[config.mk]
export PLATFORM = sky130hd
export DESIGN_NAME = id_stage
export DESIGN_NICKNAME = d
export VERILOG_FILES = /design/src/hw/id_pkg.sv /design/src/hw/id_decoder.sv /design/src/hw/id_regfile.sv /design/src/hw/id_branch_unit.sv /design/src/hw/id_stage.sv
export SDC_FILE = /design/constraint.sdc
export NUM_CORES = 2
export LEC_CHECK = 0
export BUFFER_PORTS_ARGS = -buffer_cell sky130_fd_sc_hd__buf_2
export CELL_PAD_IN_SITES_DETAIL_PLACEMENT = 1
export CELL_PAD_IN_SITES_GLOBAL_PLACEMENT = 1
export CORE_AREA = 2 2 432 434
export DETAILED_ROUTE_END_ITERATION = 6
export DIE_AREA = 0 0 434 436
export PLACE_DENSITY_LB_ADDON = 0.1
export RECOVER_POWER = 50
export SLEW_MARGIN = 20
export SYNTH_ARGS = -nofsm -noshare
export SYNTH_HDL_FRONTEND = slang
export SYNTH_SLANG_ARGS = --single-unit
[constraint.sdc]
create_clock -name i_clk -period 6.2 [get_ports i_clk]
set_input_delay 0.62 -clock i_clk [delete_from_list [all_inputs] [get_ports i_clk]]
set_output_delay 0.62 -clock i_clk [all_outputs]
set_load 0.02 [all_outputs]
[src/hw/id_pkg.sv]
// Decode stage types, RV32I encodings and the NOP used for IF/ID squashes
package id_pkg;

    // ==================================================
    // Encodings
    // ==================================================
    typedef enum logic [6:0] {
        OP_LOAD   = 7'b0000011,                // lb/lh/lw/lbu/lhu
        OP_STORE  = 7'b0100011,                // sb/sh/sw
        OP_IMM    = 7'b0010011,                // Register-immediate ALU
        OP_OP     = 7'b0110011,                // Register-register ALU
        OP_BRANCH = 7'b1100011,                // Conditional branches
        OP_JAL    = 7'b1101111,
        OP_JALR   = 7'b1100111,
        OP_LUI    = 7'b0110111,
        OP_AUIPC  = 7'b0010111
    } opcode_e;

    // Branch kinds share the funct3 encoding
    typedef enum logic [2:0] {
        BJ_BEQ  = 3'b000,
        BJ_BNE  = 3'b001,
        BJ_BLT  = 3'b100,
        BJ_BGE  = 3'b101,
        BJ_BLTU = 3'b110,
        BJ_BGEU = 3'b111
    } bj_type_e;

    typedef enum logic [1:0] {
        ALU_ADD      = 2'b00,                  // Address or pc arithmetic
        ALU_BRANCH   = 2'b01,                  // Compare class
        ALU_FUNCT    = 2'b10,                  // Decoded from funct3/funct7
        ALU_PASS_IMM = 2'b11                   // lui
    } alu_op_e;

    typedef enum logic [2:0] {
        IMM_I, IMM_S, IMM_B, IMM_U, IMM_J, IMM_NONE
    } imm_fmt_e;

    typedef enum logic [1:0] {
        FWD_RF  = 2'b00,
        FWD_EX  = 2'b01,
        FWD_MEM = 2'b10,
        FWD_WB  = 2'b11
    } fwd_sel_e;

    localparam logic [31:0] NOP_INST = 32'h0000_0013; // addi x0, x0, 0

    // ==================================================
    // Stage bundles
    // ==================================================
    typedef struct packed {
        logic [31:0] inst;
        logic [31:0] pc;
        logic [31:0] pc_plus_4;
        logic        valid;
    } fetch_t;

    typedef struct packed {
        logic [4:0]  rd;
        logic        reg_write;
        logic        valid;
        logic [31:0] result;                   // ALU result of that stage
    } fwd_src_t;

    typedef struct packed {
        fwd_src_t    src;
        logic        mem_to_reg;               // Load in MEM
        logic [31:0] read_data;
    } mem_src_t;

    typedef struct packed {
        logic [4:0]  rd;
        logic [31:0] data;
        logic        reg_write;
    } wb_t;

    typedef struct packed {
        alu_op_e     alu_op;
        logic        alu_src;                  // 1 selects immediate
        logic        mem_read;
        logic        mem_write;
        logic        mem_to_reg;
        logic        reg_write;
        logic [2:0]  funct3;
        logic [6:0]  funct7;
    } ctrl_t;

    typedef struct packed {
        logic [31:0] pc;
        logic [31:0] pc_plus_4;
        logic [31:0] rs1_data;
        logic [31:0] rs2_data;
        logic [31:0] imm;
        logic [4:0]  rs1;
        logic [4:0]  rs2;
        logic [4:0]  rd;
        ctrl_t       ctrl;
        logic [31:0] branch_target;
        logic        valid;
    } id_ex_t;

    typedef struct packed {
        logic [4:0]  rs1;
        logic [4:0]  rs2;
        logic        is_branch;
        logic        is_jalr;
        logic        valid;
    } id_hazard_t;

endpackage

[src/hw/id_decoder.sv]
// RV32I field split, control decode and immediate generation for the IF/ID word
`timescale 1ns/1ps

module id_decoder import id_pkg::*; (
    input  logic [31:0] i_inst,                // Word held in IF/ID
    output logic [4:0]  o_rs1,
    output logic [4:0]  o_rs2,
    output logic [4:0]  o_rd,
    output logic [31:0] o_imm,                 // Sign-extended immediate
    output ctrl_t       o_ctrl,
    output bj_type_e    o_bj_type,
    output logic        o_is_branch,
    output logic        o_is_jal,
    output logic        o_is_jalr
);

    // ==================================================
    // Field extraction
    // ==================================================
    opcode_e    opcode;
    logic [2:0] funct3;
    logic [6:0] funct7;
    imm_fmt_e   fmt;                           // Immediate layout of this opcode
    logic       known;                         // Opcode is in RV32I base set

    assign opcode    = opcode_e'(i_inst[6:0]);
    assign o_rd      = i_inst[11:7];
    assign funct3    = i_inst[14:12];
    assign o_rs1     = i_inst[19:15];
    assign o_rs2     = i_inst[24:20];
    assign funct7    = i_inst[31:25];
    assign o_bj_type = bj_type_e'(funct3);     // Only meaningful for branches

    // ==================================================
    // Control decode
    // ==================================================
    always_comb begin
        o_ctrl      = '0;                      // Unknown opcode stays all zero
        fmt         = IMM_NONE;
        o_is_branch = 1'b0;
        o_is_jal    = 1'b0;
        o_is_jalr   = 1'b0;
        known       = 1'b1;
        case (opcode)
            OP_LOAD: begin
                o_ctrl.alu_src    = 1'b1;      // Base + offset
                o_ctrl.mem_read   = 1'b1;
                o_ctrl.mem_to_reg = 1'b1;
                o_ctrl.reg_write  = 1'b1;
                fmt               = IMM_I;
            end
            OP_STORE: begin
                o_ctrl.alu_src   = 1'b1;
                o_ctrl.mem_write = 1'b1;
                fmt              = IMM_S;
            end
            OP_IMM: begin
                o_ctrl.alu_op    = ALU_FUNCT;
                o_ctrl.alu_src   = 1'b1;
                o_ctrl.reg_write = 1'b1;
                fmt              = IMM_I;
            end
            OP_OP: begin
                o_ctrl.alu_op    = ALU_FUNCT;  // rs2 operand, no immediate
                o_ctrl.reg_write = 1'b1;
            end
            OP_BRANCH: begin
                o_ctrl.alu_op = ALU_BRANCH;
                fmt           = IMM_B;
                o_is_branch   = 1'b1;
            end
            OP_JAL: begin
                o_ctrl.reg_write = 1'b1;       // Link register gets pc+4
                fmt              = IMM_J;
                o_is_jal         = 1'b1;
            end
            OP_JALR: begin
                o_ctrl.alu_src   = 1'b1;
                o_ctrl.reg_write = 1'b1;
                fmt              = IMM_I;
                o_is_jalr        = 1'b1;
            end
            OP_LUI: begin
                o_ctrl.alu_op    = ALU_PASS_IMM;
                o_ctrl.alu_src   = 1'b1;
                o_ctrl.reg_write = 1'b1;
                fmt              = IMM_U;
            end
            OP_AUIPC: begin
                o_ctrl.alu_src   = 1'b1;       // pc + upper immediate
                o_ctrl.reg_write = 1'b1;
                fmt              = IMM_U;
            end
            default: known = 1'b0;
        endcase
        if (known) begin
            o_ctrl.funct3 = funct3;
            o_ctrl.funct7 = funct7;
        end
    end

    // ==================================================
    // Immediate generation
    // ==================================================
    always_comb begin
        case (fmt)
            IMM_I:   o_imm = {{20{i_inst[31]}}, i_inst[31:20]};
            IMM_S:   o_imm = {{20{i_inst[31]}}, i_inst[31:25], i_inst[11:7]};
            IMM_B:   o_imm = {{19{i_inst[31]}}, i_inst[31], i_inst[7],
                              i_inst[30:25], i_inst[11:8], 1'b0};
            IMM_U:   o_imm = {i_inst[31:12], 12'b0};
            IMM_J:   o_imm = {{11{i_inst[31]}}, i_inst[31], i_inst[19:12],
                              i_inst[20], i_inst[30:21], 1'b0};
            default: o_imm = 32'b0;            // R-type and unknown
        endcase
    end

endmodule

[src/hw/id_regfile.sv]
// Integer register file with two read ports, one write port and optional bypass
`timescale 1ns/1ps

module id_regfile import id_pkg::*; #(
    parameter bit P_RF_BYPASS = 1'b1           // Write-through on same-cycle read
) (
    input  logic        i_clk,
    input  logic        i_rst,
    input  logic [4:0]  i_rs1_addr,
    input  logic [4:0]  i_rs2_addr,
    input  wb_t         i_wb,                  // Write port from WB
    output logic [31:0] o_rs1_data,
    output logic [31:0] o_rs2_data
);

    logic [31:0] regs [1:31];                  // x0 has no storage

    // Write port drops x0 writes
    always_ff @(posedge i_clk) begin
        if (i_rst) begin
            for (int i = 1; i < 32; i++) begin
                regs[i] <= 32'b0;
            end
        end else if (i_wb.reg_write && (i_wb.rd != 5'd0)) begin
            regs[i_wb.rd] <= i_wb.data;
        end
    end

    function automatic logic [31:0] rd_port(input logic [4:0] addr);
        logic [31:0] data;
        data = 32'b0;                          // x0 reads zero
        if (addr != 5'd0) begin
            if (P_RF_BYPASS && i_wb.reg_write && (i_wb.rd == addr)) begin
                data = i_wb.data;              // Same-cycle write wins
            end else begin
                data = regs[addr];
            end
        end
        return data;
    endfunction

    always_comb begin
        o_rs1_data = rd_port(i_rs1_addr);
        o_rs2_data = rd_port(i_rs2_addr);
    end

endmodule

[src/hw/id_branch_unit.sv]
// Branch operand forwarding, compare and next-PC selection for ID-stage resolution
`timescale 1ns/1ps

module id_branch_unit import id_pkg::*; (
    input  logic [31:0] i_pc,                  // IF/ID pc
    input  logic [4:0]  i_rs1,
    input  logic [4:0]  i_rs2,
    input  logic [31:0] i_rs1_data,            // Register file reads
    input  logic [31:0] i_rs2_data,
    input  logic [31:0] i_imm,
    input  bj_type_e    i_bj_type,
    input  logic        i_is_branch,
    input  logic        i_is_jal,
    input  logic        i_is_jalr,
    input  logic        i_stall_if_id,
    input  fwd_src_t    i_ex,
    input  mem_src_t    i_mem,
    input  wb_t         i_wb,
    output logic [31:0] o_next_pc,
    output logic [31:0] o_jalr_target,
    output logic        o_flush_if_id          // Redirect fetch
);

    // ==================================================
    // Forwarding
    // ==================================================
    fwd_sel_e    sel_a;                        // rs1 source
    fwd_sel_e    sel_b;                        // rs2 source
    logic [31:0] mem_fwd_data;
    logic [31:0] rs1_fwd;
    logic [31:0] rs2_fwd;

    // Youngest producer wins and x0 is never forwarded
    function automatic fwd_sel_e fwd_pick(input logic [4:0] rs, input fwd_src_t ex,
                                          input mem_src_t mem, input wb_t wb);
        fwd_sel_e sel;
        sel = FWD_RF;
        if (rs != 5'd0) begin
            if (ex.reg_write && ex.valid && (ex.rd == rs)) begin
                sel = FWD_EX;
            end else if (mem.src.reg_write && mem.src.valid && (mem.src.rd == rs)) begin
                sel = FWD_MEM;
            end else if (wb.reg_write && (wb.rd == rs)) begin
                sel = FWD_WB;
            end
        end
        return sel;
    endfunction

    function automatic logic [31:0] fwd_mux(input fwd_sel_e sel, input logic [31:0] rf,
                                            input logic [31:0] ex, input logic [31:0] mem,
                                            input logic [31:0] wb);
        logic [31:0] data;
        case (sel)
            FWD_EX:  data = ex;
            FWD_MEM: data = mem;
            FWD_WB:  data = wb;
            default: data = rf;
        endcase
        return data;
    endfunction

    assign sel_a        = fwd_pick(i_rs1, i_ex, i_mem, i_wb);
    assign sel_b        = fwd_pick(i_rs2, i_ex, i_mem, i_wb);
    assign mem_fwd_data = i_mem.mem_to_reg ? i_mem.read_data : i_mem.src.result; // Load data
    assign rs1_fwd      = fwd_mux(sel_a, i_rs1_data, i_ex.result, mem_fwd_data, i_wb.data);
    assign rs2_fwd      = fwd_mux(sel_b, i_rs2_data, i_ex.result, mem_fwd_data, i_wb.data);

    // ==================================================
    // Compare and redirect
    // ==================================================
    logic        eq;
    logic        lt_s;
    logic        lt_u;
    logic        cond;                         // Condition for this bj_type
    logic        taken;
    logic [31:0] pc_rel_target;                // Branch and jal target

    assign eq   = (rs1_fwd == rs2_fwd);
    assign lt_s = ($signed(rs1_fwd) < $signed(rs2_fwd));
    assign lt_u = (rs1_fwd < rs2_fwd);

    always_comb begin
        case (i_bj_type)
            BJ_BEQ:  cond = eq;
            BJ_BNE:  cond = ~eq;
            BJ_BLT:  cond = lt_s;
            BJ_BGE:  cond = ~lt_s;
            BJ_BLTU: cond = lt_u;
            BJ_BGEU: cond = ~lt_u;
            default: cond = 1'b0;              // funct3 010/011 never branch
        endcase
    end

    assign taken         = i_is_branch & cond;
    assign pc_rel_target = i_pc + i_imm;
    assign o_jalr_target = (rs1_fwd + i_imm) & ~32'd1; // Bit 0 cleared for jalr

    assign o_next_pc = i_is_jalr              ? o_jalr_target :
                       (i_is_jal | taken)     ? pc_rel_target :
                                                i_pc + 32'd4;

    assign o_flush_if_id = ~i_stall_if_id & (i_is_jal | i_is_jalr | taken);

endmodule

[src/hw/id_stage.sv]
// RV32I decode stage with IF/ID and ID/EX registers and in-stage branch resolution
`timescale 1ns/1ps

module id_stage import id_pkg::*; #(
    parameter bit P_RF_BYPASS = 1'b1           // Register file write-through
) (
    input  logic        i_clk,
    input  logic        i_rst,
    input  fetch_t      i_fetch,               // From IF
    input  logic        i_stall_if_id,
    input  logic        i_flush_if_id,
    input  logic        i_rst_stall,           // Bubble into ID/EX
    input  logic        i_stall_id_ex,         // Hold ID/EX
    input  wb_t         i_wb,
    input  fwd_src_t    i_ex,
    input  mem_src_t    i_mem,
    output logic [31:0] o_next_pc,
    output logic        o_flush_if_id,
    output id_hazard_t  o_hazard,
    output id_ex_t      o_id_ex
);

    // ==================================================
    // IF/ID register
    // ==================================================
    fetch_t if_id;
    logic   flush_d;                           // Flush seen one edge ago

    // Synchronous imem returns one more wrong-path word, so squash twice
    always_ff @(posedge i_clk) begin
        if (i_rst) begin
            flush_d <= 1'b0;
        end else begin
            flush_d <= i_flush_if_id;
        end
    end

    always_ff @(posedge i_clk) begin
        if (i_rst) begin
            if_id <= '0;
        end else if (i_flush_if_id || flush_d) begin
            if_id.inst      <= NOP_INST;
            if_id.pc        <= 32'b0;
            if_id.pc_plus_4 <= 32'b0;
            if_id.valid     <= 1'b0;
        end else if (i_stall_if_id) begin
            if_id.valid <= 1'b0;               // Fields hold
        end else begin
            if_id <= i_fetch;
        end
    end

    // ==================================================
    // Decode, register read, branch resolution
    // ==================================================
    logic [4:0]  rs1;
    logic [4:0]  rs2;
    logic [4:0]  rd;
    logic [31:0] imm;
    ctrl_t       ctrl;
    bj_type_e    bj_type;
    logic        is_branch;
    logic        is_jal;
    logic        is_jalr;
    logic [31:0] rs1_data;                     // Unforwarded reads
    logic [31:0] rs2_data;
    logic [31:0] jalr_target;

    id_decoder u_decoder (
        .i_inst      (if_id.inst),
        .o_rs1       (rs1),
        .o_rs2       (rs2),
        .o_rd        (rd),
        .o_imm       (imm),
        .o_ctrl      (ctrl),
        .o_bj_type   (bj_type),
        .o_is_branch (is_branch),
        .o_is_jal    (is_jal),
        .o_is_jalr   (is_jalr)
    );

    id_regfile #(
        .P_RF_BYPASS (P_RF_BYPASS)
    ) u_regfile (
        .i_clk      (i_clk),
        .i_rst      (i_rst),
        .i_rs1_addr (rs1),
        .i_rs2_addr (rs2),
        .i_wb       (i_wb),
        .o_rs1_data (rs1_data),
        .o_rs2_data (rs2_data)
    );

    id_branch_unit u_branch (
        .i_pc          (if_id.pc),
        .i_rs1         (rs1),
        .i_rs2         (rs2),
        .i_rs1_data    (rs1_data),
        .i_rs2_data    (rs2_data),
        .i_imm         (imm),
        .i_bj_type     (bj_type),
        .i_is_branch   (is_branch),
        .i_is_jal      (is_jal),
        .i_is_jalr     (is_jalr),
        .i_stall_if_id (i_stall_if_id),
        .i_ex          (i_ex),
        .i_mem         (i_mem),
        .i_wb          (i_wb),
        .o_next_pc     (o_next_pc),
        .o_jalr_target (jalr_target),
        .o_flush_if_id (o_flush_if_id)
    );

    // Hazard unit view of IF/ID
    always_comb begin
        o_hazard.rs1       = rs1;
        o_hazard.rs2       = rs2;
        o_hazard.is_branch = is_branch;
        o_hazard.is_jalr   = is_jalr;
        o_hazard.valid     = if_id.valid;
    end

    // ==================================================
    // ID/EX register
    // ==================================================
    id_ex_t id_ex_next;

    always_comb begin
        id_ex_next.pc            = if_id.pc;
        id_ex_next.pc_plus_4     = if_id.pc_plus_4;
        id_ex_next.rs1_data      = rs1_data;
        id_ex_next.rs2_data      = rs2_data;
        id_ex_next.imm           = imm;
        id_ex_next.rs1           = rs1;
        id_ex_next.rs2           = rs2;
        id_ex_next.rd            = rd;
        id_ex_next.ctrl          = ctrl;
        id_ex_next.branch_target = is_jalr ? jalr_target : if_id.pc + imm;
        id_ex_next.valid         = if_id.valid;
    end

    always_ff @(posedge i_clk) begin
        if (i_rst) begin
            o_id_ex <= '0;
        end else if (i_stall_id_ex) begin
            o_id_ex <= o_id_ex;                // Downstream stall
        end else if (i_rst_stall) begin
            o_id_ex           <= '0;           // Load-use bubble
            o_id_ex.pc        <= if_id.pc;
            o_id_ex.pc_plus_4 <= if_id.pc_plus_4;
        end else if (if_id.valid) begin
            o_id_ex <= id_ex_next;
        end else begin
            o_id_ex.valid <= 1'b0;             // Payload holds
        end
    end

endmodule

* Word-level counts from Yosys, hierarchy flattened
Memories as Yosys holds them, arrays and structs flattened. A register that Yosys moved wholly into a read port is not among the register bits.
Cells that the tools add are included.
** Cells by class
- Add/sub/neg operators :: 3
- Order comparisons :: 2
- Equal/unequal tests :: 32
- Mux-type cells :: 49
- Bitwise logic cells :: 10
- Reduce and logical (&&, ||, !) cells :: 26
** Operators with widths (number)
- $mux 32 :: 9
- $mux 225 :: 1
- $mux 224 :: 1
- $pmux 32 s3 :: 2
- $pmux 32 s5 :: 1
- $mux 70 :: 1
- $mux 69 :: 1
- $add 32x32->32 :: 2
- $lt 32x32->1 :: 2
- $add 32x3->32 const B :: 1
- $eq 32x32->1 :: 1
- $reduce_or 32->1 :: 1
- $eq 5x5->1 :: 6
- $mux 5 :: 5
- $eq 7x6->1 const B :: 3
- $eq 7x7->1 const B :: 3
- $mux 1 :: 16
- $mux 2 :: 8
- $eq 3x3->1 const B :: 5
- $pmux 3 s5 :: 1
- $reduce_bool 5->1 :: 3
- $eq 7x5->1 const B :: 2
- $mux 10 :: 1
- $logic_and 1x1->1 :: 9
- 20 further kinds :: 37
** Storage, ports and cells
- Register bits after elaboration :: 323
- RAM bits :: 992
- Input port bits :: 252
- Output and inout bits :: 271
- Memories kept :: 1
** Memories
- u_regfile.regs :: depth 31, width 32, read ports 2, clocked after memory_dff 2, wr ports 31, line id_regfile.sv:16 : logic [31:0] regs [1:31];

* Longest topological paths before layout
- Word-level depth :: 15
- Depth in mapped cells :: 25
- Depth with buffers taken out :: 21

* Cells and area by module
Synthesis repeated with hierarchy kept, for this count alone.
** Unflattened totals
- Cell total of the unflattened synthesis :: 6390
- Area, all modules :: 75940.3 um^2
** Modules (own cells, without submodules)
- id_regfile :: instances 1, cells each 3741, area each 54722.5 um^2
- id_stage :: instances 1, cells each 1387, area each 12717.2 um^2
- id_branch_unit :: instances 1, cells each 1137, area each 7604.8 um^2
- id_decoder :: instances 1, cells each 125, area each 895.9 um^2

* Least setup slack after synthesis
Ideal clock, no wire load.
- Kind :: register to output
- From :: register (tool-made name)
- To :: output port o_next_pc[31]
- Arrival :: 5.948 ns
- Data required time :: 5.580 ns
- Path slack :: -0.368 ns
- Stages on the path, launching flop included :: 22
- Cells stage by stage :: dfxtp_1 > buf_2 > buf_1 > clkbuf_1 > buf_1 > mux4_2 > mux4_2 > mux2i_1 > o22ai_1 > ha_1 > clkbuf_1 > a21oi_1 > o211ai_1 > a21o_1 > a31oi_1 > o21ai_0 > o41ai_1 > nand2_1 > nor3_1 > a21oi_1 > a31o_2 > a32oi_1
** RTL lines
- end: declaration :: line id_stage.sv:17 : output logic [31:0] o_next_pc,

==> run metrics <==
status=complete, but fails checks; failing checks=capacitance limit, slew limit, setup timing; max-cap viol count=35; slowest cell on the critical path=or4_4; ys async rst share=0; Final Hold Viols=0; GR Util met3=0.08837; Rows=158; number of synthesized flops with an enable pin=1024; Mapped Cells=5692; Slew Limit Fails=1131; HPWL Detailed=a little over 200 mm; total CTS buffers=approximately 160; relative slew slack=-1.591; Final min period=6.915 ns; worst min-delay path class=input pin to flop; number of remaining DRC errors=0; via count=56480; critical path type=flop to output pin; vias per cell=6.131; maximum vdd ir drop=~0.22 mV; CP most frequent cell=buf_4; Initial DRT Pass Iterations=5; setup tns final=-18.17 ns; initial antenna violation count=55; worst-margin pin slew=3.886 ns; Syn Area/Cell=12.91 µm²; GPL Wtd Cong=0.9217; final wirelength=~330 mm; Core Area=0.1846 mm²; post-route insts no fill=9213; critical path, cell by cell=buf_12 -> buf_16 -> buf_16 -> buf_4 -> mux4_2 -> mux4_2 -> mux2i_1 -> buf_4 -> o22ai_2 -> buf_4 -> ha_1 -> nand2_2 -> or4_4 -> a211o_4 -> o311ai_2 -> a21o_1 -> nand2_1 -> mux2i_1 -> or4_4 -> buf_6; RSZ-0062 raised after global routing=yes; #FFs+latches synth=between 1000 and 1500; I/O pin count=523; GRT Total Usage=0.3412; Setup violations, final=33; Most used DFF post-synth=edfxtp_1; chip height=436 µm; WL per Instance=35.71 µm; DRT antenna net count=0; area of the multi-input gates=between 0.03 and 0.04 mm²; Buf+Inv Stages, Crit Path=7; Starting Density=0.3979; Clock transition at path regs=0.06 ns; CP peak stage delay=approximately 0.59 ns; synthesis-to-layout area growth=22.74%; mapped cell area=0.07348 mm²; Clk Latency, worst-skew pair=0.83 ns; PD cells=248.2 mW/mm²; CP Data Arrival Time=6.29 ns; sequential cell area=0.03743 mm²; worst clock skew=0.02282 ns; vias in the first global route=57170; Setup WS post-layout=-0.7148 ns; Seq/Total Area, Yosys=0.5089; setup slack after placement=-0.7966 ns; Post-DP Area=0.08252 mm²; first-pass GRT wire length=450.7 mm; clk buf depth=3; Global Route met2 Usage=0.5491; Worst Setup End Kind=output pin; GR Overflow Total=0; Final Cell Area=0.09019 mm²; Worst EP required=~5.6 ns; CTS tree=built; GRT met1 Usage=0.4244; violation count after the first detailed-route iteration=~6500; Nets=6926; fillers=18990; layout cells sized above 1=0.2929; Most Used Layer, Global Route=met2; placed cells=slightly below 9000; Die Footprint=0.1892 mm²; CTS root buf=clkbuf_16; crit start category=flop; Worst Path Max Fanout=16; die width=between 400 and 500 µm; IO Port Bufs=522; fmax=0.1446 GHz; LEAKAGE=between 0.03 and 0.04 µW; htree depth=4; Netlist cell types=between 70 and 80; largest net degree at the start of global routing=roughly 130; period utilisation layout=1.115; synth warn=0; crit-path leading delay family=multiplexers; clock sink count=~1400
[repair_timing]
item	4_1_cts	5_1_grt
endpoints found under the hold margin	75	0
pin swaps	30	59
setup endpoints to repair	33	33
buffers inserted	40	52
hold buffers	75	0
cloned	13	4
gates resized for setup	153	163
[synth_stat cells (all sizes together), types with 6 or more instances]
master / n / area (µm²)
nand3b: 7 / 52.55
o22ai: 33 / 206.5
mux4: 637 / 14350
or4: 6 / 45.04
nor2b: 17 / 113.9
a21oi: 200 / 1005
a31oi: 8 / 50.05
ha: 94 / 1176
inv: 32 / 120.1
dfxtp: 332 / 6646
mux2i: 202 / 2022
nand2b: 7 / 43.79
and3: 16 / 100.1
xor2: 52 / 455.4
and4: 7 / 61.31
or3: 8 / 50.05
a211oi: 44 / 330.3
a211o: 7 / 61.31
xnor2: 59 / 516.8
clkbuf: 459 / 1723
o21ai: 135 / 675.6
nor4: 10 / 62.56
o31ai: 6 / 50.05
nor2: 434 / 1629
a22oi: 165 / 1239
o211ai: 14 / 105.1
a221oi: 30 / 262.8
nor3: 18 / 90.09
nand2: 310 / 1164
edfxtp: 1024 / 30750
and2: 1015 / 6350
a21o: 48 / 360.4
buf: 89 / 392.9
a22o: 7 / 61.31
o21a: 9 / 67.56
nand3: 32 / 160.2
or2: 35 / 219.0
nand4: 18 / 112.6
[worst paths after layout]
check	start	endpoint	slack (ns)	depth (start not counted)
max	flop	o_next_pc[19]	-0.71	20
min	i_fetch[39]	id_ex_next[199]	0.05	3
max reg2reg	flop	o_id_ex[30]	0.47	21
min reg2reg	o_id_ex[27]	o_id_ex[27]	0.45	2
[placed cells by master (no fill, tap or decap), types with 19 or more instances in the layout]
cell type      instances
a221oi_1              23
or2_4                 25
a21oi_2               27
clkinv_2              27
xor2_1                49
and2_0               277
a21o_1                47
o22ai_1               26
a22oi_1              160
dfxtp_1              320
buf_2                250
mux2i_1              186
clkbuf_1             330
xnor2_1               59
buf_4                467
inv_1                 31
conb_1                32
buf_6                 41
mux4_2               637
o21ai_0              109
buf_12                75
nor2_1               410
edfxtp_1            1024
a211oi_1              31
a21oi_1              173
nand3_1               30
and2_1               733
clkbuf_2              19
dlygate4sd3_1         75
diode_2               27
nand2_1              298
buf_16                23
clkinv_1              20
clkbuf_16            162
ha_1                  92
[kinds of logic after synthesis]
group | count (synthesis) | share of synthesized area
adders and majority gates | 96 | 0.01655
and+or+nand+nor | 1952 | 0.1409
other | 1 | 0.00005104
DFF | 1356 | 0.5089
AOI/OAI and AO/OA | 754 | 0.06663
muxes | 842 | 0.2232
buffers and inverters | 580 | 0.03043
xor gates and xnor gates | 111 | 0.01323
[worst reg2reg max path, delay by kind of cell (launching register included)]
| family | cells | cell delay [ns] |
|---|---|---|
| AOI/OAI and AO/OA | 5 | 1.34 |
| xor gates and xnor gates | 1 | 0.17 |
| buffers and inverters | 7 | 1.22 |
| DFF | 1 | 0.38 |
| and+or+nand+nor | 4 | 1.05 |
| adders and majority gates | 1 | 0.28 |
| muxes | 3 | 1.15 |
[through the flow]
stage | hold slack [ns] | total power (µW) | utilization
floorplan | 0.4316 | 11790 | -
global placement | 0.4353 | 13100 | 0.4469
detailed placement | 0.4402 | 13160 | 0.4469
CTS | 0.005274 | 22410 | 0.4858
global route | 0.05503 | 22930 | 0.4882
finish | 0.05488 | 22390 | 0.4885
[power breakdown]
group	total, µW	leakage [µW]	switching, µW	internal [µW]
clock network	9210	0.00239	4070	5140
registers	10400	0.0124	240	10200
logic	2770	0.0169	1610	1170
[registers in the layout (all words and copies together) (netlist names), named ones only]
name / flops
u_regfile.regs: 1024
o_id_ex: 224
id_ex_next: 64
if_id: 32
flush_d: 1
o_hazard: 1
[per-layer routing]
metal	vias up	routed length [µm]
li1	23170	-
met3	761	34200
met5	-	92
met2	3068	154500
met4	16	19050
met1	29470	121100
[area by class of cell]
type                       instances  area share
antenna                           27   0.0007491
sequential                      1356      0.4150
multi-input combinational       3787      0.3878
inverter                          32    0.001332
clock inverter                    73    0.007630
timing repair buffer            1246      0.1062
clock buffer                     212     0.04689
tap                             2480     0.03441
(Power assumes the default switching activity.)
